### src/cpu_config.svh
`ifndef CPU_CONFIG_SVH
`define CPU_CONFIG_SVH

// first fetch address after reset
`define CPU_RESET_PC     32'h0000_0000

// sram depth in 32-bit words
`define CPU_SRAM_WORDS   1024

// console data register
`define CPU_CONSOLE_ADDR 32'h1000_0000

`endif

### src/cpu_pkg.sv
package cpu_pkg;

    typedef struct packed {
        logic [31:0] addr;
        logic [31:0] wdata;
        logic [3:0]  wstrb;
        logic        write;
    } mem_req_t;

    typedef struct packed {
        logic [31:0] rdata;
    } mem_rsp_t;

    typedef enum logic [3:0] {
        OP_LUI, OP_ADDI, OP_ADD, OP_SUB, OP_LW, OP_SW, OP_BEQ, OP_JAL,
        OP_CSRRW, OP_ECALL, OP_MRET, OP_EBREAK, OP_ILLEGAL
    } op_e;

    typedef enum logic [1:0] {
        CSR_MTVEC, CSR_MEPC, CSR_MCAUSE, CSR_NONE
    } csr_e;

    typedef struct packed {
        op_e         op;
        logic [4:0]  rd;
        logic [4:0]  rs1;
        logic [4:0]  rs2;
        logic [31:0] imm;
        csr_e        csr;
    } dec_t;

    typedef enum logic [1:0] {
        ST_FETCH, ST_EXEC, ST_MEM, ST_HALT
    } core_state_e;

    // one retire worth of register and csr updates
    typedef struct packed {
        logic        we;
        logic [4:0]  rd;
        logic [31:0] data;
        logic        csr_we;
        csr_e        csr;
        logic [31:0] csr_data;
        logic        trap;
    } wb_t;

endpackage

### src/cpu_bus_router.sv
`timescale 1ns/1ps
`include "cpu_config.svh"

module cpu_bus_router (
    input  logic              clock,
    input  logic              reset,
    input  logic              if_req_valid,
    input  cpu_pkg::mem_req_t if_req,
    input  logic              ls_req_valid,
    input  cpu_pkg::mem_req_t ls_req,
    input  logic              mem_req_ready,
    input  logic              mem_rsp_valid,
    input  cpu_pkg::mem_rsp_t mem_rsp,
    input  logic              console_ready,
    output logic              if_req_ready,
    output logic              if_rsp_valid,
    output logic              ls_req_ready,
    output logic              ls_rsp_valid,
    output cpu_pkg::mem_rsp_t if_rsp,
    output cpu_pkg::mem_rsp_t ls_rsp,
    output logic              mem_req_valid,
    output cpu_pkg::mem_req_t mem_req,
    output logic              console_valid,
    output logic [7:0]        console_data
);
    import cpu_pkg::*;

    mem_req_t sel_req;
    mem_rsp_t rsp;
    logic     sel_valid;
    logic     to_console;
    logic     accept;
    logic     console_wr;
    logic     pend;
    logic     owner_ls;
    logic     console_rsp;
    logic     rsp_valid;

    // load/store wins a tie
    assign sel_req    = ls_req_valid ? ls_req : if_req;
    assign sel_valid  = ls_req_valid || if_req_valid;
    assign to_console = (sel_req.addr == `CPU_CONSOLE_ADDR);
    // console takes a new request only once its byte has drained
    assign accept     = sel_valid && !pend && (to_console ? !console_valid : mem_req_ready);
    assign console_wr = accept && to_console && sel_req.write;

    assign mem_req_valid = sel_valid && !pend && !to_console;
    assign mem_req       = sel_req;
    assign ls_req_ready  = accept && ls_req_valid;
    assign if_req_ready  = accept && !ls_req_valid;

    assign rsp_valid    = pend && (console_rsp || mem_rsp_valid);
    assign rsp          = '{rdata: console_rsp ? 32'd0 : mem_rsp.rdata};
    assign ls_rsp_valid = rsp_valid && owner_ls;
    assign if_rsp_valid = rsp_valid && !owner_ls;
    assign ls_rsp       = rsp;
    assign if_rsp       = rsp;

    always_ff @(posedge clock) begin
        if (reset) begin
            pend          <= 1'b0;
            owner_ls      <= 1'b0;
            console_rsp   <= 1'b0;
            console_valid <= 1'b0;
        end else begin
            if (accept) begin
                pend        <= 1'b1;
                owner_ls    <= ls_req_valid;
                console_rsp <= to_console;
            end else if (rsp_valid) begin
                pend <= 1'b0;
            end
            if (console_wr)
                console_valid <= 1'b1;
            else if (console_ready)
                console_valid <= 1'b0;
        end
    end

    always_ff @(posedge clock) begin
        if (console_wr)
            console_data <= sel_req.wdata[7:0];
    end

endmodule

### config.mk
export PLATFORM = sky130hd
export DESIGN_NAME = cpu_bus_router
export DESIGN_NICKNAME = d
export VERILOG_FILES = /design/src/cpu_pkg.sv /design/src/cpu_bus_router.sv
export VERILOG_INCLUDE_DIRS = /design/src
export SDC_FILE = /design/constraint.sdc
export NUM_CORES = 1
export LEC_CHECK = 0
export BUFFER_PORTS_ARGS = -buffer_cell sky130_fd_sc_hd__clkbuf_2
export CAP_MARGIN = 15
export CORE_AREA = 8 8 120 122
export DETAILED_ROUTE_END_ITERATION = 6
export DIE_AREA = 0 0 128 130
export GPL_TIMING_DRIVEN = 1
export SYNTH_ARGS = -nofsm -noshare
export SYNTH_HDL_FRONTEND = slang
export SYNTH_SLANG_ARGS = --single-unit
### constraint.sdc
create_clock -name clock -period 3.05 [get_ports clock]
set_clock_uncertainty 0.15 [all_clocks]
set_input_delay 0.4575 -clock clock [delete_from_list [all_inputs] [get_ports clock]]
set_output_delay 0.4575 -clock clock [all_outputs]
set_load 0.02 [all_outputs]
==> flow_summary.ini <==
[run_status]
status = finished, final reports clean

[logic_synthesis]
synth_warnings = 0
synth_largest_area_cell = mux2_2
synth.distinct_cells = 32
synth_edf_count = 8
yosysSeqAreaShare = 0.163
synth_flop_cell = edfxtp_1
synth_area_um2 = 1970
synth-seq-cells = 12
synthTopCellsByArea = mux2_2, buf_4, edfxtp_1
synthCells = 210
async_flop_share = 0
synth_fp_nets = 387
yosysTopAreaCellShare = 0.389
avgSynthCellArea_um2 = 9.37

[worst_setup_path]
crit_chain = buf_4 > mux2_2 > nor4_4 > nand2_2 > o2bb2a_4 > nor2_1 > clkbuf_2
max_stage_delay_ns = 0.39
start_kind = primary input
required_ns = 2.44
worstPathArrival_ns = 2.05
endpoint_kind = output port
timing.critical_path.fanout_max = 14
critPathKind = primary input to output port
cp_slowest_cell = mux2_2

[clocking]
cts_tree = built
path_clk_slew_ns = 0.04
cts_resized = 0
hold_buffers = 0
htreeDepth = 1
post_cts_buffers = 0
cts_buffer_depth = 2
cts_root_buf = clkbuf_16
cts_buffers = 3
clock_latency_ns = 0.23
cts.sinks = 12

[die]
die_area_um2 = 16600
core_area_um2 = 12400
rows = 41
ios = 324
initial_core_util = 0.159
die_y_um = 130
die_x_um = 128

[route]
drtIter0Drc = 61
wl_per_cell_um = 16.8
ant_nets = 0
viasPerCell = 3.90
drc = 0
routed_wl_um = 11300
drtPass1Iterations = 4
route.vias.total = 2618

[placement]
dp_slack_ns = 0.386
portBuffers = 323
dp.cells = 667
dp_hpwl_um = 10600
routabilityCongestion = 0.811
placement.cell_area_um2 = 3550

[finish]
drive_gt1_frac = 0.816
final_area_um2 = 3630
fin_cells = 671
multiInputGateArea_um2 = 1340
area_delta_synth_final_pct = 84.4
antenna_cells = 0
final_cell_mix = clkbuf_2, mux2_2, nor2b_1
fin_nets = 677
seq_area_um2 = 320
mostFrequentLayoutCell = clkbuf_2
fillers = 1430

[timing]
finalHoldViolCount = 0
post-route-period-util = 0.871
rsz0062_at_grt = no
max-slew-margin-rel = 0.719
finalSetupTns_ns = 0
max_freq_ghz = 0.377
worst_slew_pin_slew_ns = 0.420
drv_slew = 0
setup_ws_ns = 0.394
setup_viol = 0
min_period_ns = 2.66

[hold_path]
min_path_type = primary input to flip-flop

[global_route]
busiest_layer = met2
grt_max_degree = 36
grt_pass1_vias = 2848
grt_use_met3 = 0.0469
globalRouteMet2Util = 0.230
gr-usage-all-layers = 0.121
grt_util_met1 = 0.128
grt_overflow = 0
grt_pass1_wl_um = 15800
antenna_found_initial = 1

[job]
drv_cap = 0

[power]
p_total_uw = 982
p_leak_nw = 1.99
peakVddDrop_v = 0.000122
power_density_nw_per_um2 = 271
-- report_power, final --
| part | total [mW] | internal (mW) | leakage, nW | switching [mW] |
|---|---|---|---|---|
| Sequential | 0.179 | 0.177 | 0.104 | 0.00186 |
| Combinational | 0.565 | 0.246 | 1.85 | 0.319 |
| Clock | 0.238 | 0.175 | 0.0382 | 0.0629 |
| Total | 0.982 | 0.598 | 1.99 | 0.384 |
-- logic make-up (layout without fill, tap and decap cells) --
| family | Yosys count | after routing | synth area share |
|---|---|---|---|
| flops | 12 | 12 | 0.163 |
| buf+inv | 47 | 336 | 0.154 |
| simple gates | 69 | 69 | 0.222 |
| mux | 70 | 70 | 0.399 |
| compound gates | 12 | 12 | 0.0610 |
-- worst paths after layout --
path	from	cells past startpoint	to	slack (ns)
worst max-delay path	ls_req_valid	7	if_req_ready	0.39
worst min-delay path	reset	2	pend	0.31
worst max register to register	pend	3	console_data[6]	1.52
worst min register to register	owner_ls	2	owner_ls	0.37
-- cell type report --
type | count | share of cell area
timing repair buffer | 328 | 0.456
inverter | 4 | 0.00414
multi-input combinational | 151 | 0.370
sequential | 12 | 0.0882
tap | 172 | 0.0593
clock buffer | 4 | 0.0217
-- per-layer routing --
layer,part of all wire,up-vias
met5,0.00097,-
met4,0.0020,2
met3,0.098,4
met2,0.54,137
met1,0.36,1166
li1,-,1309
-- stage by stage --
step | util | hold slack (ns)
4_1_cts | 0.292 | 0.315
3_3_place_gp | 0.286 | 0.356
2_1_floorplan | - | 0.302
3_5_place_dp | 0.286 | 0.365
5_1_grt | 0.292 | 0.324
6_report | 0.292 | 0.311
-- synthesized netlist by cell type (4+ instances only) --
library cell  instances
inv_1                 4
clkbuf_1              7
buf_4                33
nor4_1                9
dfxtp_1               4
nor2_1                9
edfxtp_1              8
mux2_2               68
nor2b_1              32
-- flip-flops by register name, indices dropped and copies added (netlist names) --
register and flops:
console_rsp 1, pend 1, console_valid 1, owner_ls 1, console_data 8
-- worst max-delay path: cells and delay by family --
kind	cells	cell delay [ns]
mux	1	0.39
buf+inv	2	0.38
compound gates	1	0.23
simple gates	3	0.58
Note: power is estimated with default switching activity, not from simulation.
