## config.mk

```make
export PLATFORM = sky130hd
export DESIGN_NAME = cpu_decode
export DESIGN_NICKNAME = d
export VERILOG_FILES = /design/src/cpu_config.svh /design/src/cpu_pkg.sv /design/src/cpu_decode.sv
export SDC_FILE = /design/constraint.sdc
export NUM_CORES = 1
export LEC_CHECK = 0
export BUFFER_PORTS_ARGS = -buffer_cell sky130_fd_sc_hd__buf_2
export CELL_PAD_IN_SITES_DETAIL_PLACEMENT = 1
export CELL_PAD_IN_SITES_GLOBAL_PLACEMENT = 1
export CORE_ASPECT_RATIO = 1.5
export CORE_MARGIN = 2
export CORE_UTILIZATION = 28
export DETAILED_ROUTE_END_ITERATION = 8
export PLACE_DENSITY = 0.88
export SLEW_MARGIN = 10
export SYNTH_ARGS = -nofsm -noshare
export SYNTH_HDL_FRONTEND = slang
export SYNTH_SLANG_ARGS = --single-unit
```

## constraint.sdc

```tcl
create_clock -name vclk -period 1.7
set_clock_uncertainty 0.1 [all_clocks]
set_input_delay 0 -clock vclk [all_inputs]
set_output_delay 0 -clock vclk [all_outputs]
set_load 0.005 [all_outputs]
```

## src/cpu_config.svh

```systemverilog
`ifndef CPU_CONFIG_SVH
`define CPU_CONFIG_SVH

// first fetch address after reset
`define CPU_RESET_PC     32'h0000_0000

// sram depth in 32-bit words
`define CPU_SRAM_WORDS   1024

// console data register
`define CPU_CONSOLE_ADDR 32'h1000_0000

`endif

```

## src/cpu_pkg.sv

```systemverilog
package cpu_pkg;

    typedef struct packed {
        logic [31:0] addr;
        logic [31:0] wdata;
        logic [3:0]  wstrb;
        logic        write;
    } mem_req_t;

    typedef struct packed {
        logic [31:0] rdata;
    } mem_rsp_t;

    typedef enum logic [3:0] {
        OP_LUI, OP_ADDI, OP_ADD, OP_SUB, OP_LW, OP_SW, OP_BEQ, OP_JAL,
        OP_CSRRW, OP_ECALL, OP_MRET, OP_EBREAK, OP_ILLEGAL
    } op_e;

    typedef enum logic [1:0] {
        CSR_MTVEC, CSR_MEPC, CSR_MCAUSE, CSR_NONE
    } csr_e;

    typedef struct packed {
        op_e         op;
        logic [4:0]  rd;
        logic [4:0]  rs1;
        logic [4:0]  rs2;
        logic [31:0] imm;
        csr_e        csr;
    } dec_t;

    typedef enum logic [1:0] {
        ST_FETCH, ST_EXEC, ST_MEM, ST_HALT
    } core_state_e;

    // one retire worth of register and csr updates
    typedef struct packed {
        logic        we;
        logic [4:0]  rd;
        logic [31:0] data;
        logic        csr_we;
        csr_e        csr;
        logic [31:0] csr_data;
        logic        trap;
    } wb_t;

endpackage

```

## src/cpu_decode.sv

```systemverilog
`timescale 1ns/1ps

module cpu_decode (
    input  logic [31:0]   inst,
    output cpu_pkg::dec_t dec
);
    import cpu_pkg::*;

    logic [6:0]  opcode;
    logic [2:0]  funct3;
    logic [6:0]  funct7;
    logic [11:0] funct12;
    logic [31:0] imm_i;
    logic [31:0] imm_s;
    logic [31:0] imm_b;
    logic [31:0] imm_u;
    logic [31:0] imm_j;

    assign opcode  = inst[6:0];
    assign funct3  = inst[14:12];
    assign funct7  = inst[31:25];
    assign funct12 = inst[31:20];

    assign imm_i = {{20{inst[31]}}, inst[31:20]};
    assign imm_s = {{20{inst[31]}}, inst[31:25], inst[11:7]};
    assign imm_b = {{19{inst[31]}}, inst[31], inst[7], inst[30:25], inst[11:8], 1'b0};
    assign imm_u = {inst[31:12], 12'd0};
    assign imm_j = {{11{inst[31]}}, inst[31], inst[19:12], inst[20], inst[30:21], 1'b0};

    always_comb begin
        dec.rd  = inst[11:7];
        dec.rs1 = inst[19:15];
        dec.rs2 = inst[24:20];
        case (funct12)
            12'h305: dec.csr = CSR_MTVEC;
            12'h341: dec.csr = CSR_MEPC;
            12'h342: dec.csr = CSR_MCAUSE;
            default: dec.csr = CSR_NONE;
        endcase
        // anything not matched below stays illegal
        dec.op  = OP_ILLEGAL;
        dec.imm = imm_i;
        case (opcode)
            7'b0110111: begin
                dec.op  = OP_LUI;
                dec.imm = imm_u;
            end
            7'b0010011: begin
                if (funct3 == 3'b000)
                    dec.op = OP_ADDI;
            end
            7'b0110011: begin
                if (funct3 == 3'b000 && funct7 == 7'b0000000)
                    dec.op = OP_ADD;
                else if (funct3 == 3'b000 && funct7 == 7'b0100000)
                    dec.op = OP_SUB;
            end
            7'b0000011: begin
                if (funct3 == 3'b010)
                    dec.op = OP_LW;
            end
            7'b0100011: begin
                if (funct3 == 3'b010)
                    dec.op = OP_SW;
                dec.imm = imm_s;
            end
            7'b1100011: begin
                if (funct3 == 3'b000)
                    dec.op = OP_BEQ;
                dec.imm = imm_b;
            end
            7'b1101111: begin
                dec.op  = OP_JAL;
                dec.imm = imm_j;
            end
            7'b1110011: begin
                if (funct3 == 3'b001 && dec.csr != CSR_NONE)
                    dec.op = OP_CSRRW;
                else if (funct3 == 3'b000 && funct12 == 12'h000)
                    dec.op = OP_ECALL;
                else if (funct3 == 3'b000 && funct12 == 12'h001)
                    dec.op = OP_EBREAK;
                else if (funct3 == 3'b000 && funct12 == 12'h302)
                    dec.op = OP_MRET;
            end
            default: dec.op = OP_ILLEGAL;
        endcase
    end

endmodule

```

==> run summary, run 1 <==
Post-CTS Resized = 0
GRT Total Usage = 17.2%
worst min path class = in -> out
WL/cell = 14.8 microns
fin crit share = 85.0%
die width = 52.7 microns
via count = 1320
Core Region = 3420 sq um
FF+latch area = 0 sq um
HPWL Detailed = 2990 microns
Synth Instances = 138
Vias per Instance = 5.43
max_cap viols = 0
layout cells sized above 1 = 49.3%
Pre-antenna DRT Iters = 4
antenna violations before repair = 0
worst-margin pin slew = 719 ps
status = finished, final reports clean
Worst setup SP type = input pin
postcts setup bufs = 0
Synth cell types = 50
Final ANT Viol Nets = 0
crit end category = output pin
f_max = 0.692 GHz
largest net degree at the start of global routing = 18
Die H = 77.1 microns
die footprint = 4060 sq um
commonest non-fill, non-tap cell in the layout = buf_2
post-layout min period = 1450 ps
post-layout net count = 235
most frequent cell on the critical path = buf_2
Setup crit end = dec[24]
Crit path largest cell delay = 560 ps
number of global-route vias before repair = 1250
hold_buf cts = 0
relative slew slack = 51.9%
crit path kind = in -> out
Overflow after GRT = 0
Initial Utilization = 29.2%
crit-path max FO = 14
Fin. Hold Viols = 0
Placer Congestion = 0.790
WP data arrival = 1350 ps
yosys warns = 0
max-slew violation count = 0
CP Cell Sequence = buf_2 -> buf_4 -> nand4_2 -> nor3_4 -> nor2_1 -> a21o_1 -> buf_2
post-synthesis instance area = 997 sq um
Min Hold Slack = 82.7 ps
Seq/Total Area, Yosys = 0%
RSZ-0062 raised after global routing = no
Max VDD drop = 0.0000830 V
drt drc = 0
most frequent cells in the layout = 85 x buf_2, 12 x a21o_1, 9 x nor2b_1
design area = 1320 sq um
Ant. Diodes = 0
Post-Route WL = 3590 microns
syn_nets = 170
Post-DP Area = 1320 sq um
slowest cell on the critical path = nor2_1
first-pass GRT wire length = 5750 microns
1st-iter DRT viols = 12
IO Count = 85
setup_tns = 0 ps
PD cells = 211 nW/um^2
P_leak = 0.709 nW
Core Rows = 26
Seq cells = 0
synthesis-to-finish area growth = 32.1%
Port Buf Inserts = 85
clock buffers = 0
CP required = 1600 ps
syn_area_per_cell = 7.23 sq um
# setup viols final = 0
crit path from = inst[2]
[where the power goes]
part           total, mW  switching (mW)  internal, mW
sequential             0               0             0
combinational      0.278           0.150         0.128
clock                  0               0             0
[cells in the mapped netlist (3+ instances only)]
library cell / number / area [sq um]
a41o_1: 8 / 80.1
a21boi_0: 3 / 22.5
nor3_1: 4 / 20.0
o21ai_0: 6 / 30.0
a21oi_1: 3 / 15.0
a22o_1: 4 / 35.0
nor2b_1: 9 / 56.3
buf_2: 3 / 15.0
nand3_1: 5 / 25.0
nor2_1: 6 / 22.5
or3_1: 4 / 25.0
buf_4: 19 / 143
nand2_1: 5 / 18.8
nand4_1: 3 / 18.8
a21o_1: 12 / 90.1
[per-layer routing]
metal,track usage [%],routed length [microns],vias up
li1,-,-,652
met1,20.1,1410,600
met2,33.8,1880,64
met5,0,0,-
met4,2.05,46,0
met3,0.389,255,4
[stage by stage]
| step | std cells | utilization (%) | total power [mW] | setup WS, ps |
|---|---|---|---|---|
| 3_3_place_gp | 243 | 38.6 | 0.272 | 313 |
| 2_1_floorplan | 138 | - | 0.165 | 597 |
| 3_5_place_dp | 243 | 38.6 | 0.278 | 245 |
| 6_report | 243 | 38.6 | 0.278 | 255 |
| 5_1_grt | 243 | 38.6 | 0.308 | 136 |
| 4_1_cts | 243 | 38.6 | 0.280 | 242 |
[kinds of logic after synthesis]
family	after synthesis	synth area share, %
AO/OA/AOI/OAI	52	41.4
XOR/XNOR	1	0.878
buffers and inverters	28	19.6
AND/OR/NAND/NOR	57	38.1
[critical path, delay by kind of cell]
family / cells / cell delay [ps]
simple gates: 3 / 760
compound gates: 1 / 150
buf+inv: 3 / 430
[cell type report]
cell class / count / area (sq um)
fillers: 477 / 2100
multi-input cells: 110 / 802
repair buffers: 89 / 455
well taps: 42 / 52.6
inverters: 2 / 7.51
[worst min path at each step]
| stage | slack, ps | startpoint | end | cells after the start |
|---|---|---|---|---|
| finish | 80 | inst[8] | dec[45] | 2 |
| global route | 90 | inst[8] | dec[45] | 2 |
| CTS | 80 | inst[16] | dec[40] | 2 |
| detailed placement | 80 | inst[16] | dec[40] | 2 |
| global placement | 80 | inst[17] | dec[41] | 2 |
| floorplan | -20 | inst[31] | dec[33] | 1 |
No activity file was read; power rests on OpenSTA's default activity.
==> run 2: changes to the inputs <==
Settings changed: GPL_TIMING_DRIVEN set to 0.
==> run summary, run 2 (synthesized netlist as in run 1, its figures left out) <==
Ant. Diodes = 0 (unchanged)
final core utilization = 43.0% (+4.5 points)
Max VDD drop = 0.0000859 V (+3.5%)
IO Count = 85 (unchanged)
Port Buf Inserts = 84 (-1.2%)
Seq cells = 0 (unchanged)
setup_tns = 0 ps (unchanged)
PD cells = 213 nW/um^2 (+0.98%)
die width = 52.7 microns (unchanged)
first-pass GRT wire length = 5930 microns (+3.0%)
slowest cell on the critical path = o21ai_2
WP data arrival = 1350 ps (about the same)
Core Region = 3420 sq um (unchanged)
HPWL Detailed = 3210 microns (+7.5%)
postcts setup bufs = 0 (unchanged)
die footprint = 4060 sq um (unchanged)
FF+latch area = 0 sq um (unchanged)
RSZ-0062 raised after global routing = no
1st-iter DRT viols = 21 (+9)
Vias per Instance = 5.39 (-0.77%)
synthesis-to-finish area growth = 47.4%
commonest non-fill, non-tap cell in the layout = buf_2
Post-CTS Resized = 0 (unchanged)
Finished Layout Cells = 264 (+8.6%)
status = finished, final reports clean
design area = 1470 sq um (+12%)
Initial Utilization = 29.2% (unchanged)
CP bufs+invs = 2 (-1)
GRT Total Usage = 17.7% (+0.46 points)
layout cells sized above 1 = 53.2% (+3.9 points)
Placer Congestion = 0.785 (-0.75%)
crit path kind = in -> out
Fin. Hold Viols = 0 (unchanged)
# setup viols final = 0 (unchanged)
clock buffers = 0 (unchanged)
CP Cell Sequence = buf_2 -> nand2b_2 -> o21ai_2 -> a31oi_2 -> a41o_1 -> buf_2
Crit path largest cell delay = 350 ps (-210 ps)
Worst setup SP type = input pin
hold_buf cts = 0 (unchanged)
Min Hold Slack = 166 ps (+82.9 ps)
Overflow after GRT = 0 (unchanged)
Core Rows = 26 (unchanged)
post-layout min period = 1450 ps (+7.23 ps)
crit-path max FO = 9 (-5)
WL/cell = 14.3 microns (-3.1%)
Pre-antenna DRT Iters = 4 (unchanged)
fin crit share = 85.4% (+0.43 points)
largest net degree at the start of global routing = 11 (-7)
P_leak = 0.803 nW (+13%)
post-layout net count = 256 (+8.9%)
max-slew violation count = 0 (unchanged)
crit end category = output pin
Die H = 77.1 microns (unchanged)
worst min path class = in -> out
Post-Route WL = 3780 microns (+5.3%)
f_max = 0.688 GHz (-0.50%)
largest delay contributor family on the critical path = compound AO/OA/AOI/OAI gates
most frequent cells in the layout = 87 x buf_2, 19 x buf_4, 12 x a21o_1
Final ANT Viol Nets = 0 (unchanged)
worst-margin pin slew = 423 ps (-296 ps)
placed instance count = 264 (+8.6%)
antenna violations before repair = 0 (unchanged)
relative slew slack = 71.7% (+20 points)
drt drc = 0 (unchanged)
number of global-route vias before repair = 1381 (+10%)
Post-DP Area = 1470 sq um (+12%)
CP required = 1600 ps (about the same)
via count = 1423 (+7.8%)
most frequent cell on the critical path = buf_2
max_cap viols = 0 (unchanged)
==> run 2: area by class of cell <==
cell class	count	area, sq um
multi-input cells	110	802
repair buffers	84	420
fillers	487	1950
well taps	42	52.6
inverters	2	7.51
plain buffers	26	188
==> run 2: where the power goes <==
| group | switching, mW | internal (mW) | leakage [nW] |
|---|---|---|---|
| Combinational | 0.157 | 0.156 | 0.803 |
| Clock | 0 | 0 | 0 |
| Sequential | 0 | 0 | 0 |
==> run 2: through the flow <==
step / worst slack, ps / power (mW)
finish: 248 / 0.313
global route: 159 / 0.345
detailed placement: 244 / 0.314
floorplan: 597 / 0.165
CTS: 241 / 0.316
global placement: 244 / 0.307
==> run 2: worst paths after layout <==
path                  startpoint  endpoint  cells past startpoint
worst max-delay path     inst[6]   dec[16]                      6
worst min-delay path     inst[8]   dec[45]                      3
==> run 2: metal layers <==
layer  vias to the layer above  part of all wire [%]  track usage (%)
met4                         0                     0            0.256
met5                         -                     0                0
met2                        62                    56             38.1
met1                       671                    37             17.8
met3                         0                   7.0             1.17
li1                        690                     -                -
==> run 2: tightest hold or removal path, cell delays in order <==
cell and delay [ps]:
buf_2 80, buf_4 90, buf_2 90
==> run 3: changes to the inputs <==
Settings changed: PLACE_DENSITY 0.88 to unset, PLACE_DENSITY_LB_ADDON set to 0.25.
==> run summary, run 3 (synthesized netlist as in run 1, its figures left out) <==
status = finished, final reports clean
Post-CTS Resized = 0 (unchanged)
first-pass GRT wire length = 5900 microns (-0.47%)
f_max = 0.694 GHz (+0.87%)
drt drc = 0 (unchanged)
Seq pwr share = 0% (unchanged)
worst min path class = in -> out
WL/cell = 13.7 microns (-3.9%)
1st-iter DRT viols = 22 (+4.8%)
Seq cells = 0 (unchanged)
Fin. Hold Viols = 0 (unchanged)
GRT Total Usage = 17.6% (-0.045 points)
WP data arrival = 1340 ps (about the same)
P_leak = 0.803 nW (unchanged)
Switch Pwr = 0.154 mW (-2.0%)
via count = 1390 (-2.3%)
Initial Utilization = 29.2% (unchanged)
Min Hold Slack = 171 ps (+4.98 ps)
largest delay contributor family on the critical path = compound AO/OA/AOI/OAI gates
WHS Path Cells = 3 (unchanged)
post-layout min period = 1440 ps (-12.5 ps)
IO Count = 85 (unchanged)
PD cells = 211 nW/um^2 (-1.0%)
Final ANT Viol Nets = 0 (unchanged)
Levels on crit path = 7 (+1)
CP Cell Sequence = buf_2 -> buf_6 -> and4bb_1 -> nand4_1 -> a31o_1 -> o311ai_2 -> buf_2
Crit path largest cell delay = 330 ps (-20 ps)
max_cap viols = 0 (unchanged)
Core Region = 3420 sq um (unchanged)
Pint = 0.156 mW (about the same)
CP required = 1600 ps (about the same)
worst-margin pin slew = 399 ps (-24.0 ps)
HPWL Detailed = 3150 microns (-1.9%)
Pre-antenna DRT Iters = 4 (unchanged)
die footprint = 4060 sq um (unchanged)
die width = 52.7 microns (unchanged)
crit path kind = in -> out
Clock Power Share = 0% (unchanged)
postcts setup bufs = 0 (unchanged)
placed instance count = 264 (unchanged)
Post-Route WL = 3630 microns (-3.9%)
slowest cell on the critical path = and4bb_1
setup_tns = 0 ps (unchanged)
fin crit share = 84.7% (-0.73 points)
most frequent cells in the layout = 87 x buf_2, 19 x buf_4, 12 x a21o_1
final core utilization = 43.0% (unchanged)
Max VDD drop = 0.000101 V (+18%)
relative slew slack = 73.3% (+1.6 points)
Vias per Instance = 5.27 (-2.3%)
fillers = 497 (+2.1%)
layout cells sized above 1 = 53.2% (unchanged)
Port Buf Inserts = 84 (unchanged)
commonest non-fill, non-tap cell in the layout = buf_2
crit-path max FO = 10 (+1)
Overflow after GRT = 0 (unchanged)
synthesis-to-finish area growth = 47.4% (unchanged)
number of global-route vias before repair = 1310 (-5.1%)
antenna violations before repair = 0 (unchanged)
Worst setup SP type = input pin
RSZ-0062 raised after global routing = no
Comb power frac = 100.0% (about the same)
post-layout net count = 256 (unchanged)
FF+latch area = 0 sq um (unchanged)
CP bufs+invs = 3 (+1)
largest net degree at the start of global routing = 11 (unchanged)
most frequent cell on the critical path = buf_2
crit end category = output pin
net switching fraction of the power = 49.6% (-0.49 points)
clock buffers = 0 (unchanged)
Placer Congestion = 0.747 (-4.7%)
Die H = 77.1 microns (unchanged)
Finished Layout Cells = 264 (unchanged)
hold_buf cts = 0 (unchanged)
# setup viols final = 0 (unchanged)
max-slew violation count = 0 (unchanged)
Core Rows = 26 (unchanged)
Ant. Diodes = 0 (unchanged)
==> run 3: cell counts in the layout (fill, tap and decap cells not counted) <==
Identical to the previous run, type by type.
==> run 3: worst paths after layout <==
| path | from | to | slack, ps |
|---|---|---|---|
| min | inst[19] | dec[43] | 170 |
| max | inst[3] | dec[50] | 260 |
==> run 3: final cells by class <==
cell class         count  area [sq um]  area share [%]
well taps             42          52.6            3.57
inverters              2          7.51           0.511
multi-input cells    110           802            54.6
plain buffers         26           188            12.8
repair buffers        84           420            28.6
==> run 3: worst min-delay path, stage by stage <==
cell and delay [ps]:
buf_2 90, buf_4 90, buf_2 90
==> run 3: stage by stage <==
stage          worst slack (ps)  total power [mW]  cell area [sq um]
3_3_place_gp                237             0.309               1470
6_report                    260             0.310               1470
2_1_floorplan               597             0.165                997
3_5_place_dp                252             0.313               1470
5_1_grt                     169             0.344               1470
4_1_cts                     253             0.315               1470
==> run 3: layer usage <==
| layer | vias to the layer above | GRT usage, % | wire length (microns) |
|---|---|---|---|
| met5 | - | 0 | 0 |
| met4 | 0 | 2.05 | 47 |
| met3 | 4 | 1.75 | 335 |
| met2 | 69 | 35.0 | 1910 |
| met1 | 626 | 19.4 | 1340 |
| li1 | 691 | - | - |
==> run 3: power groups by stage <==
stage / clock network, mW / registers, mW / logic, mW
detailed placement: 0 / 0 / 0.313
floorplan: 0 / 0 / 0.165
global placement: 0 / 0 / 0.309
global route: 0 / 0 / 0.344
CTS: 0 / 0 / 0.315
finish: 0 / 0 / 0.310
