--- src/cpu_config.svh ---
`ifndef CPU_CONFIG_SVH
`define CPU_CONFIG_SVH

// first fetch address after reset
`define CPU_RESET_PC     32'h0000_0000

// sram depth in 32-bit words
`define CPU_SRAM_WORDS   1024

// console data register
`define CPU_CONSOLE_ADDR 32'h1000_0000

`endif

--- src/cpu_pkg.sv ---
package cpu_pkg;

    typedef struct packed {
        logic [31:0] addr;
        logic [31:0] wdata;
        logic [3:0]  wstrb;
        logic        write;
    } mem_req_t;

    typedef struct packed {
        logic [31:0] rdata;
    } mem_rsp_t;

    typedef enum logic [3:0] {
        OP_LUI, OP_ADDI, OP_ADD, OP_SUB, OP_LW, OP_SW, OP_BEQ, OP_JAL,
        OP_CSRRW, OP_ECALL, OP_MRET, OP_EBREAK, OP_ILLEGAL
    } op_e;

    typedef enum logic [1:0] {
        CSR_MTVEC, CSR_MEPC, CSR_MCAUSE, CSR_NONE
    } csr_e;

    typedef struct packed {
        op_e         op;
        logic [4:0]  rd;
        logic [4:0]  rs1;
        logic [4:0]  rs2;
        logic [31:0] imm;
        csr_e        csr;
    } dec_t;

    typedef enum logic [1:0] {
        ST_FETCH, ST_EXEC, ST_MEM, ST_HALT
    } core_state_e;

    // one retire worth of register and csr updates
    typedef struct packed {
        logic        we;
        logic [4:0]  rd;
        logic [31:0] data;
        logic        csr_we;
        csr_e        csr;
        logic [31:0] csr_data;
        logic        trap;
    } wb_t;

endpackage

--- src/cpu_fetch.sv ---
`timescale 1ns/1ps
`include "cpu_config.svh"

module cpu_fetch (
    input  logic              clock,
    input  logic              reset,
    input  logic              start,
    input  logic [31:0]       next_pc,
    input  logic              pc_we,
    input  logic              req_ready,
    input  logic              rsp_valid,
    input  cpu_pkg::mem_rsp_t rsp,
    output logic [31:0]       pc,
    output logic              req_valid,
    output cpu_pkg::mem_req_t req,
    output logic              fetch_done,
    output logic [31:0]       inst
);

    // read not yet taken by the router
    logic pend;

    assign req_valid = start || pend;
    assign req       = '{addr: pc, wdata: 32'd0, wstrb: 4'd0, write: 1'b0};

    always_ff @(posedge clock) begin
        if (reset) begin
            pc         <= `CPU_RESET_PC;
            pend       <= 1'b0;
            fetch_done <= 1'b0;
        end else begin
            pend       <= req_valid && !req_ready;
            fetch_done <= rsp_valid;
            if (pc_we)
                pc <= next_pc;
        end
    end

    always_ff @(posedge clock) begin
        if (rsp_valid)
            inst <= rsp.rdata;
    end

endmodule

--- config.mk ---
export PLATFORM = sky130hd
export DESIGN_NAME = cpu_fetch
export DESIGN_NICKNAME = d
export VERILOG_FILES = /design/src/cpu_pkg.sv /design/src/cpu_fetch.sv
export VERILOG_INCLUDE_DIRS = /design/src
export SDC_FILE = /design/constraint.sdc
export NUM_CORES = 1
export LEC_CHECK = 0
export BUFFER_PORTS_ARGS = -buffer_cell sky130_fd_sc_hd__buf_2
export CAP_MARGIN = 20
export CORE_ASPECT_RATIO = 1.75
export CORE_MARGIN = 3
export CORE_UTILIZATION = 40
export CTS_BUF_LIST = sky130_fd_sc_hd__clkbuf_16
export DETAILED_ROUTE_END_ITERATION = 8
export GPL_ROUTABILITY_DRIVEN = 0
export PLACE_DENSITY = 0.8
export REMOVE_ABC_BUFFERS = 1
export SLEW_MARGIN = 5
export SYNTH_ARGS = -nofsm -noshare
export SYNTH_HDL_FRONTEND = slang
export SYNTH_SLANG_ARGS = --single-unit
--- constraint.sdc ---
create_clock -name clock -period 1.9 [get_ports clock]
set_input_delay 0.38 -clock clock [delete_from_list [all_inputs] [get_ports clock]]
set_output_delay 0.38 -clock clock [all_outputs]
set_load 0.1 [all_outputs]
==> run_results.csv, run 1 <==
group,metric,value,unit
run_status,outcome,"completed",
min_path,worstHoldPathType,"input port to register",
timing,fmax,633,MHz
timing,fin_crit_sh,83.1,%
floorplanning,core_area,6540,um2
logic_synthesis,ys_warn_count,0,
power_and_ir_drop,power_density,1370,nW/um2
layout,fill_cells,604,
setup_path,endpoint_kind,"output port",
power_and_ir_drop,switching_share,41.9,%
placement,port_buffers,167,
clock_network,path_clk_slew,50,ps
power_and_ir_drop,p_leak,0.00186,uW
route,drtIter0Drc,78,
power_and_ir_drop,p_clk_share,31.5,%
global_routing,grt.total_usage,12.7,%
setup_path,startpoint_type,"register",
layout,synthToLayoutAreaGrowth,28.4,%
power_and_ir_drop,combPwrFrac,34.1,%
timing,hold_violations,0,
setup_path,r2r_cells,2,
power_and_ir_drop,internal-power,2770,uW
clock_network,clock_path_buffers,2,
layout,stdcell_count,437,
route,wl,5230,um
logic_synthesis,syn-cell-area,2710,um2
timing,min_period,1580,ps
route,antenna_left,0,
floorplanning,initial_utilization,41.5,%
floorplanning,die_y,115,um
logic_synthesis,postSynthCellCount,211,
power_and_ir_drop,seq_power_share,34.4,%
clock_network,clkLatencyLatePin,310,ps
floorplanning,die-area,7850,um2
logic_synthesis,ys_seq_elements,66,
floorplanning,pin_count,205,
setup_path,r2r-start,"pend",
clock_network,cts_buffers,9,
setup_path,crit_type,"register to output port",
setup_path,cp_max_fo,2,
min_path,whs_path_depth,2,
route,num_vias,1819,
clock_network,postCtsResizedCells,0,
logic_synthesis,synth_top_area_share,35.4,%
floorplanning,die_w,68.3,um
logic_synthesis,synth_cell_types,13,
logic_synthesis,synth.avg_cell_area,12.9,um2
flow_run,maxCapViolations,0,
clock_network,numClockSinks,66,
logic_synthesis,ys_seq_area_share,60.5,%
logic_synthesis,synth_edf_count,32,
global_routing,overflow,0,
timing,hold_ws,229,ps
setup_path,arrival,1200,ps
power_and_ir_drop,ir_drop,0.603,mV
logic_synthesis,async_flop_share,0,%
global_routing,grt_pass1_vias,1649,
min_path,min_from,"req_ready",
setup_path,r2r_slack,1030,ps
route,dr.pass1.iters,4,
timing,clock-skew-final,0,ps
layout,antenna_cells,0,
power_and_ir_drop,p_sw,1990,uW
placement,place_ws,472,ps
timing,slew_viol_final,0,
setup_path,cp_cell_sequence,"or2_2 > buf_2",
min_path,holdPathEnd,"pend",
layout,final_nets,420,
setup_path,rr_endpoint,"pend",
clock_network,cts_hold_buf,0,
timing,slew_headroom,59.0,%
clock_network,cts_tree,"built",
global_routing,grt_max_degree,35,
floorplanning,rows,39,
logic_synthesis,synth_common_cells,"buf_4 (69), dfxtp_1 (34), edfxtp_1 (32), mux2i_1 (32), nor2_1 (32)",
logic_synthesis,yosys.area.top_type,"edfxtp_1",
placement,hpwl,4100,um
timing,tightest_slew,615,ps
clock_network,cts_root_buf,"clkbuf_16",
clock_network,cts_setup_buffers,0,
route,viasPerCell,4.16,
layout,drive_above_1_share,51.0,%
logic_synthesis,synth_most_common_cell,"buf_4",
global_routing,antenna_found_initial,0,
logic_synthesis,synth_flop_cell,"dfxtp_1",
global_routing,grt_pass1_wl,7420,um
route,drc,0,
timing,rsz0062_at_grt,"no",
setup_path,cp_slowest_stage_delay,300,ps
setup_path,crit_slowest_cell,"or2_2",
clock_network,htree_levels,3,
setup_path,critical_path_required,1520,ps
timing,setup_viol,0,
placement,placedCellCount,421,
logic_synthesis,synthTopCellsByArea,"edfxtp_1 (35%), dfxtp_1 (25%), buf_4 (19%)",
timing,setup_slack,321,ps
route,wl_per_cell,12.0,um
layout make-up:
cell class / count / area, um2 / area share, %
clock buffer: 9 / 225 / 6.46
tap: 82 / 103 / 2.94
clock inverter: 7 / 53.8 / 1.54
timing repair buffer: 169 / 863 / 24.8
multi-input combinational: 104 / 599 / 17.2
sequential: 66 / 1640 / 47.1
placed cells by master (no fill, tap or decap):
master,Yosys,final
edfxtp_1,32,32
bufinv_16,0,1
buf_12,3,1
mux2i_1,32,32
nor3b_1,1,1
nor2b_1,1,1
buf_4,69,1
or2_2,1,1
inv_1,0,2
clkbuf_16,0,9
nor2_1,32,32
dfxtp_1,34,34
conb_1,1,37
clkinv_1,0,3
clkinv_2,0,1
buf_2,3,167
state kept, by name, summed over array words and instances, names as in the netlist:
name / flops
fetch_done: 1
inst: 32
pc: 32
pend: 1
critical path, delay by kind of cell, from the launching register on:
family | cells | cell delay [ps]
flip-flops | 1 | 290
buffers and inverters | 1 | 300
AND/OR/NAND/NOR | 1 | 300
cells by family after synthesis:
kind of cell,count (synthesis),synth area share (%)
buffers and inverters,77,22.4
other,1,0.138
flip-flops,66,60.5
AND/OR/NAND/NOR,35,5.16
multiplexers,32,11.8
per-layer routing:
layer,vias to the layer above,share of wire (%),global-route usage (%)
met5,-,0,0
met4,0,1.6,6.51
met3,6,12,4.50
met2,125,55,23.6
met1,820,32,11.5
li1,868,-,-
metrics by stage:
stage | cell area [um2] | TNS (ps) | total power, uW | util [%]
after CTS | 3490 | 0 | 4820 | 53.3
after detailed placement | 3210 | 0 | 3290 | 49.0
final | 3490 | 0 | 4760 | 53.3
after floorplan | 2240 | -4010 | 3040 | -
after global placement | 3210 | 0 | 3280 | 49.0
after global routing | 3490 | 0 | 4920 | 53.3
worst max path at each step:
stage | start | endpoint | slack (ps) | cells past startpoint
2_1_floorplan | pc[0] | pc[0] | -50 | 0
3_3_place_gp | start | req_valid | 470 | 3
3_5_place_dp | start | req_valid | 470 | 3
4_1_cts | pend | req_valid | 300 | 2
5_1_grt | pend | req_valid | 290 | 2
6_report | pend | req_valid | 320 | 2
power groups by stage:
stage	Sequential, uW	Clock [uW]	Combinational (uW)
3_5_place_dp	1660	0	1630
4_1_cts	1640	1550	1630
3_3_place_gp	1660	0	1620
6_report	1640	1500	1620
5_1_grt	1650	1610	1670
2_1_floorplan	2650	0	387
No activity file was read; power rests on OpenSTA's default activity.
==> run 2, diff against run 1 <==
CORE_UTILIZATION = 36   (was 40)
PLACE_DENSITY = 0.76   (was 0.8)
clock period = 1.3 ns   (was 1.9 ns; I/O delays follow)
==> run_results.csv, run 2 (synthesis gave the netlist of run 1 again) <==
group,metric,value,unit
run_status,outcome,"completed",
setup_path,critical_path_required,1040,ps
layout,layout.area.seq,1650,um2
floorplanning,die_y,121,um
clock_network,clkLatencyLatePin,320,ps
power_and_ir_drop,power_density,1630,nW/um2
floorplanning,die_w,71.6,um
setup_path,crit_slowest_cell,"dfxtp_1",
placement,placedCellCount,426,
placement,hpwl,5450,um
clock_network,htree_levels,3,
layout,largestRegisters,"inst x32, pc x32",
placement,port_buffers,167,
route,wl,6860,um
setup_path,arrival,1030,ps
global_routing,grt_pass1_wl,10200,um
layout,drive_above_1_share,53.0,%
route,routed.top_layer,"met4",
clock_network,numClockSinks,66,
clock_network,cts_root_buf,"clkbuf_16",
route,wl_met3,756,um
layout,stdcell_count,441,
setup_path,cp_cell_sequence,"or2_4 > buf_12",
setup_path,crit_type,"register to output port",
timing,setup_viol,0,
clock_network,path_clk_slew,50,ps
floorplanning,pin_count,205,
timing,tns,0,ps
power_and_ir_drop,ir_drop,0.977,mV
global_routing,antenna_found_initial,0,
timing,hold_ws,103,ps
layout,layout_common_cells,"buf_12 (99), buf_2 (69), conb_1 (37)",
layout,final_nets,421,
timing,rsz0062_at_grt,"yes",
global_routing,grt.total_usage,15.8,%
layout,synthToLayoutAreaGrowth,85.3,%
route,drc,0,
global_routing,overflow,0,
clock_network,cts_setup_buffers,0,
floorplanning,die-area,8660,um2
setup_path,startpoint_type,"register",
flow_run,maxCapViolations,0,
floorplanning,core_area,7280,um2
clock_network,clock_path_buffers,2,
setup_path,endpoint_kind,"output port",
layout,fill_cells,477,
timing,fmax,774,MHz
timing,fin_crit_sh,99.4,%
timing,setup_slack,7.57,ps
route,dr.pass1.iters,3,
route,routed-wl-met2,3760,um
clock_network,cts_buffers,9,
timing,clock-skew-final,0,ps
route,wl_met1,2200,um
layout,mostFrequentLayoutCell,"buf_12",
layout,antenna_cells,0,
route,antenna_left,0,
route,wl_per_cell,15.5,um
route,num_vias,1906,
layout,multi_input_area,602,um2
route,viasPerCell,4.32,
timing,slew_viol_final,0,
clock_network,cts_tree,"built",
route,drtIter0Drc,80,
min_path,worstHoldPathType,"input port to register",
placement,place_ws,110,ps
setup_path,cp_max_fo,2,
floorplanning,rows,41,
floorplanning,initial_utilization,37.3,%
power_and_ir_drop,p_leak,0.00229,uW
timing,hold_violations,0,
setup_path,cp_slowest_stage_delay,300,ps
global_routing,grt_max_degree,34,
timing,min_period,1290,ps
global_routing,grt_pass1_vias,1987,
==> run 2: changes by cell type in the layout (fill, tap and decap cells not counted), sizes merged <==
cell      delta
inv          -2
clkinv       -2
buf          +1
clkinvlp     +1
bufinv       +2
==> run 2: metrics by stage <==
| step | total power (uW) | util (%) | cell area [um2] |
|---|---|---|---|
| CTS | 8260 | 69.0 | 5020 |
| global route | 8430 | 69.0 | 5030 |
| detailed placement | 5550 | 64.1 | 4670 |
| finish | 8190 | 69.0 | 5030 |
| floorplan | 4440 | - | 2240 |
| global placement | 5510 | 64.1 | 4670 |
==> run 2: final timing paths <==
path | endpoint | startpoint | depth (start not counted) | slack [ps]
setup / recovery | req_valid | pend | 2 | 8
setup reg to reg | pend | pend | 2 | 500
hold / removal | pend | req_ready | 2 | 100
hold reg to reg | pc[1] | pc[1] | 2 | 560
==> run 2: worst max-delay path, delay by kind of cell (launching register included) <==
family | cells | cell delay, ps
flip-flops | 1 | 300
AND/OR/NAND/NOR | 1 | 240
buffers and inverters | 1 | 170
==> run 2: report_power, final <==
part / switching [uW] / internal [uW]
combinational: 2130 / 869
clock: 829 / 1850
sequential: 177 / 2340
total: 3130 / 5060
==> run 2: timing repair <==
item | in CTS | in global routing
setup endpoints to repair | 3 | 6
endpoints found under the hold margin | 0 | 0
pin swaps | 1 | 0
resized for setup | 7 | 3
hold buffers | 0 | 0
==> run 2: routing by layer <==
layer  track usage [%]  vias to the layer above
li1                  -                      870
met1              14.8                      880
met2              29.6                      143
met3              5.89                       13
met4              7.18                        0
met5                 0                        -
==> run 2: final cells by class <==
| class | instances | area share [%] |
|---|---|---|
| clock buffer | 9 | 4.48 |
| timing repair buffer | 170 | 46.6 |
| sequential | 66 | 32.7 |
| multi-input combinational | 104 | 12.0 |
| tap | 86 | 2.14 |
| clock inverter | 6 | 2.11 |
==> run 3, diff against run 2 <==
CORE_ASPECT_RATIO = 0.9   (was 1.75)
==> run_results.csv, run 3 (synthesis gave the netlist of run 1 again) <==
group,metric,value,unit
run_status,outcome,"completed",
timing,slew_viol_final,0,
clock_network,path_clk_slew,50,ps
timing,hold_violations,0,
setup_path,endpoint_kind,"output port",
floorplanning,die_y,88.4,um
layout,synthToLayoutAreaGrowth,86.8,%
global_routing,grt_max_degree,33,
setup_path,cp_num_buf_inv,1,
placement,port_buffers,167,
layout,final_nets,421,
layout,antenna_cells,0,
flow_run,maxCapViolations,0,
setup_path,cp_cell_sequence,"or2_4 > buf_12",
global_routing,antenna_found_initial,0,
clock_network,cts_tree,"built",
layout,layout_common_cells,"buf_12 (101), buf_2 (69), conb_1 (37)",
setup_path,rr_endpoint,"pend",
clock_network,clkLatencyLatePin,310,ps
route,drtIter0Drc,55,
clock_network,cts_hold_buf,0,
setup_path,r2r-start,"pend",
global_routing,grt_pass1_vias,1899,
floorplanning,pin_count,205,
route,dr.pass1.iters,4,
timing,setup_viol,0,
clock_network,htree_levels,3,
setup_path,critical_path_required,1040,ps
global_routing,grt.total_usage,14.7,%
timing,rsz0062_at_grt,"yes",
setup_path,r2r_slack,520,ps
global_routing,grt_pass1_wl,9820,um
clock_network,numClockSinks,66,
setup_path,cp_max_fo,2,
timing,min_period,1280,ps
floorplanning,rows,29,
min_path,holdPathEnd,"pend",
route,wl_per_cell,14.9,um
route,drc,0,
setup_path,r2r_cells,2,
power_and_ir_drop,power_density,1630,nW/um2
power_and_ir_drop,p_leak,0.00229,uW
setup_path,cp_slowest_stage_delay,300,ps
setup_path,crit_type,"register to output port",
layout,fill_cells,489,
timing,fmax,783,MHz
route,antenna_left,0,
timing,clock-skew-final,0,ps
power_and_ir_drop,ir_drop,0.897,mV
floorplanning,core_area,7180,um2
setup_path,arrival,1020,ps
global_routing,overflow,0,
timing,hold_ws,100,ps
timing,fin_crit_sh,98.3,%
floorplanning,die-area,8620,um2
route,num_vias,1865,
power_and_ir_drop,total_power,8250,uW
setup_path,crit_slowest_cell,"dfxtp_1",
clock_network,cts_buffers,9,
floorplanning,initial_utilization,37.8,%
layout,drive_above_1_share,52.2,%
min_path,worstHoldPathType,"input port to register",
route,viasPerCell,4.15,
min_path,whs_path_depth,2,
clock_network,cts_root_buf,"clkbuf_16",
layout,largestRegisters,"inst x32, pc x32",
setup_path,path_delay_family,"flip-flops",
placement,hpwl,5460,um
floorplanning,die_w,97.5,um
setup_path,startpoint_type,"register",
min_path,min_from,"req_ready",
clock_network,clock_path_buffers,2,
route,wl,6700,um
layout,mostFrequentLayoutCell,"buf_12",
==> run 3: worst max path at each step <==
stage | end | slack (ps) | start | cells past startpoint
2_1_floorplan | pc[0] | -630 | pc[0] | 2
4_1_cts | req_valid | 0.7 | pend | 2
6_report | req_valid | 20 | pend | 2
5_1_grt | req_valid | -10 | pend | 2
3_5_place_dp | req_valid | 120 | start | 3
3_3_place_gp | req_valid | 130 | start | 3
==> run 3: final cells by class <==
type                       count  area, um2  share of cell area, %
clock buffer                   9        225                   4.44
multi-input combinational    104        602                   11.9
timing repair buffer         170       2370                   46.7
tap                           93        116                   2.30
clock inverter                 7        118                   2.32
sequential                    66       1640                   32.4
==> run 3: worst register-to-register path, delay by kind of cell, from the launching register on <==
family | cells | cell delay (ps)
and+or+nand+nor | 2 | 380
DFF | 1 | 300
==> run 3: what timing repair did <==
| item | in CTS | in global routing |
|---|---|---|
| setup buffers | 0 | 0 |
| hold endpoints to repair | 0 | 0 |
| endpoints found under the setup margin | 1 | 1 |
| pin swaps | 1 | 0 |
| resized for setup | 5 | 0 |
==> run 3: layer usage <==
layer  track usage [%]  share of wire, %  vias to the layer above
met5                 0                 0                        -
met3              3.23               6.4                       10
met2              29.6                60                       95
met4              7.04               2.1                        0
met1              14.4                31                      887
li1                  -                 -                      873
==> run 3: metrics by stage <==
stage | setup slack [ps] | util [%] | TNS [ps] | instances | area [um2]
3_3_place_gp | 126 | 65.6 | 0 | 433 | 4710
6_report | 22.7 | 70.6 | 0 | 449 | 5070
2_1_floorplan | -629 | - | -53930 | 170 | 2240
5_1_grt | -10.8 | 70.6 | -10.8 | 449 | 5070
3_5_place_dp | 117 | 65.6 | 0 | 433 | 4710
4_1_cts | 0.736 | 70.6 | 0 | 449 | 5070
==> run 3: report_power, final <==
group / internal, uW / total, uW / switching [uW]
logic: 878 / 3010 / 2130
clock network: 1870 / 2720 / 856
registers: 2340 / 2510 / 176
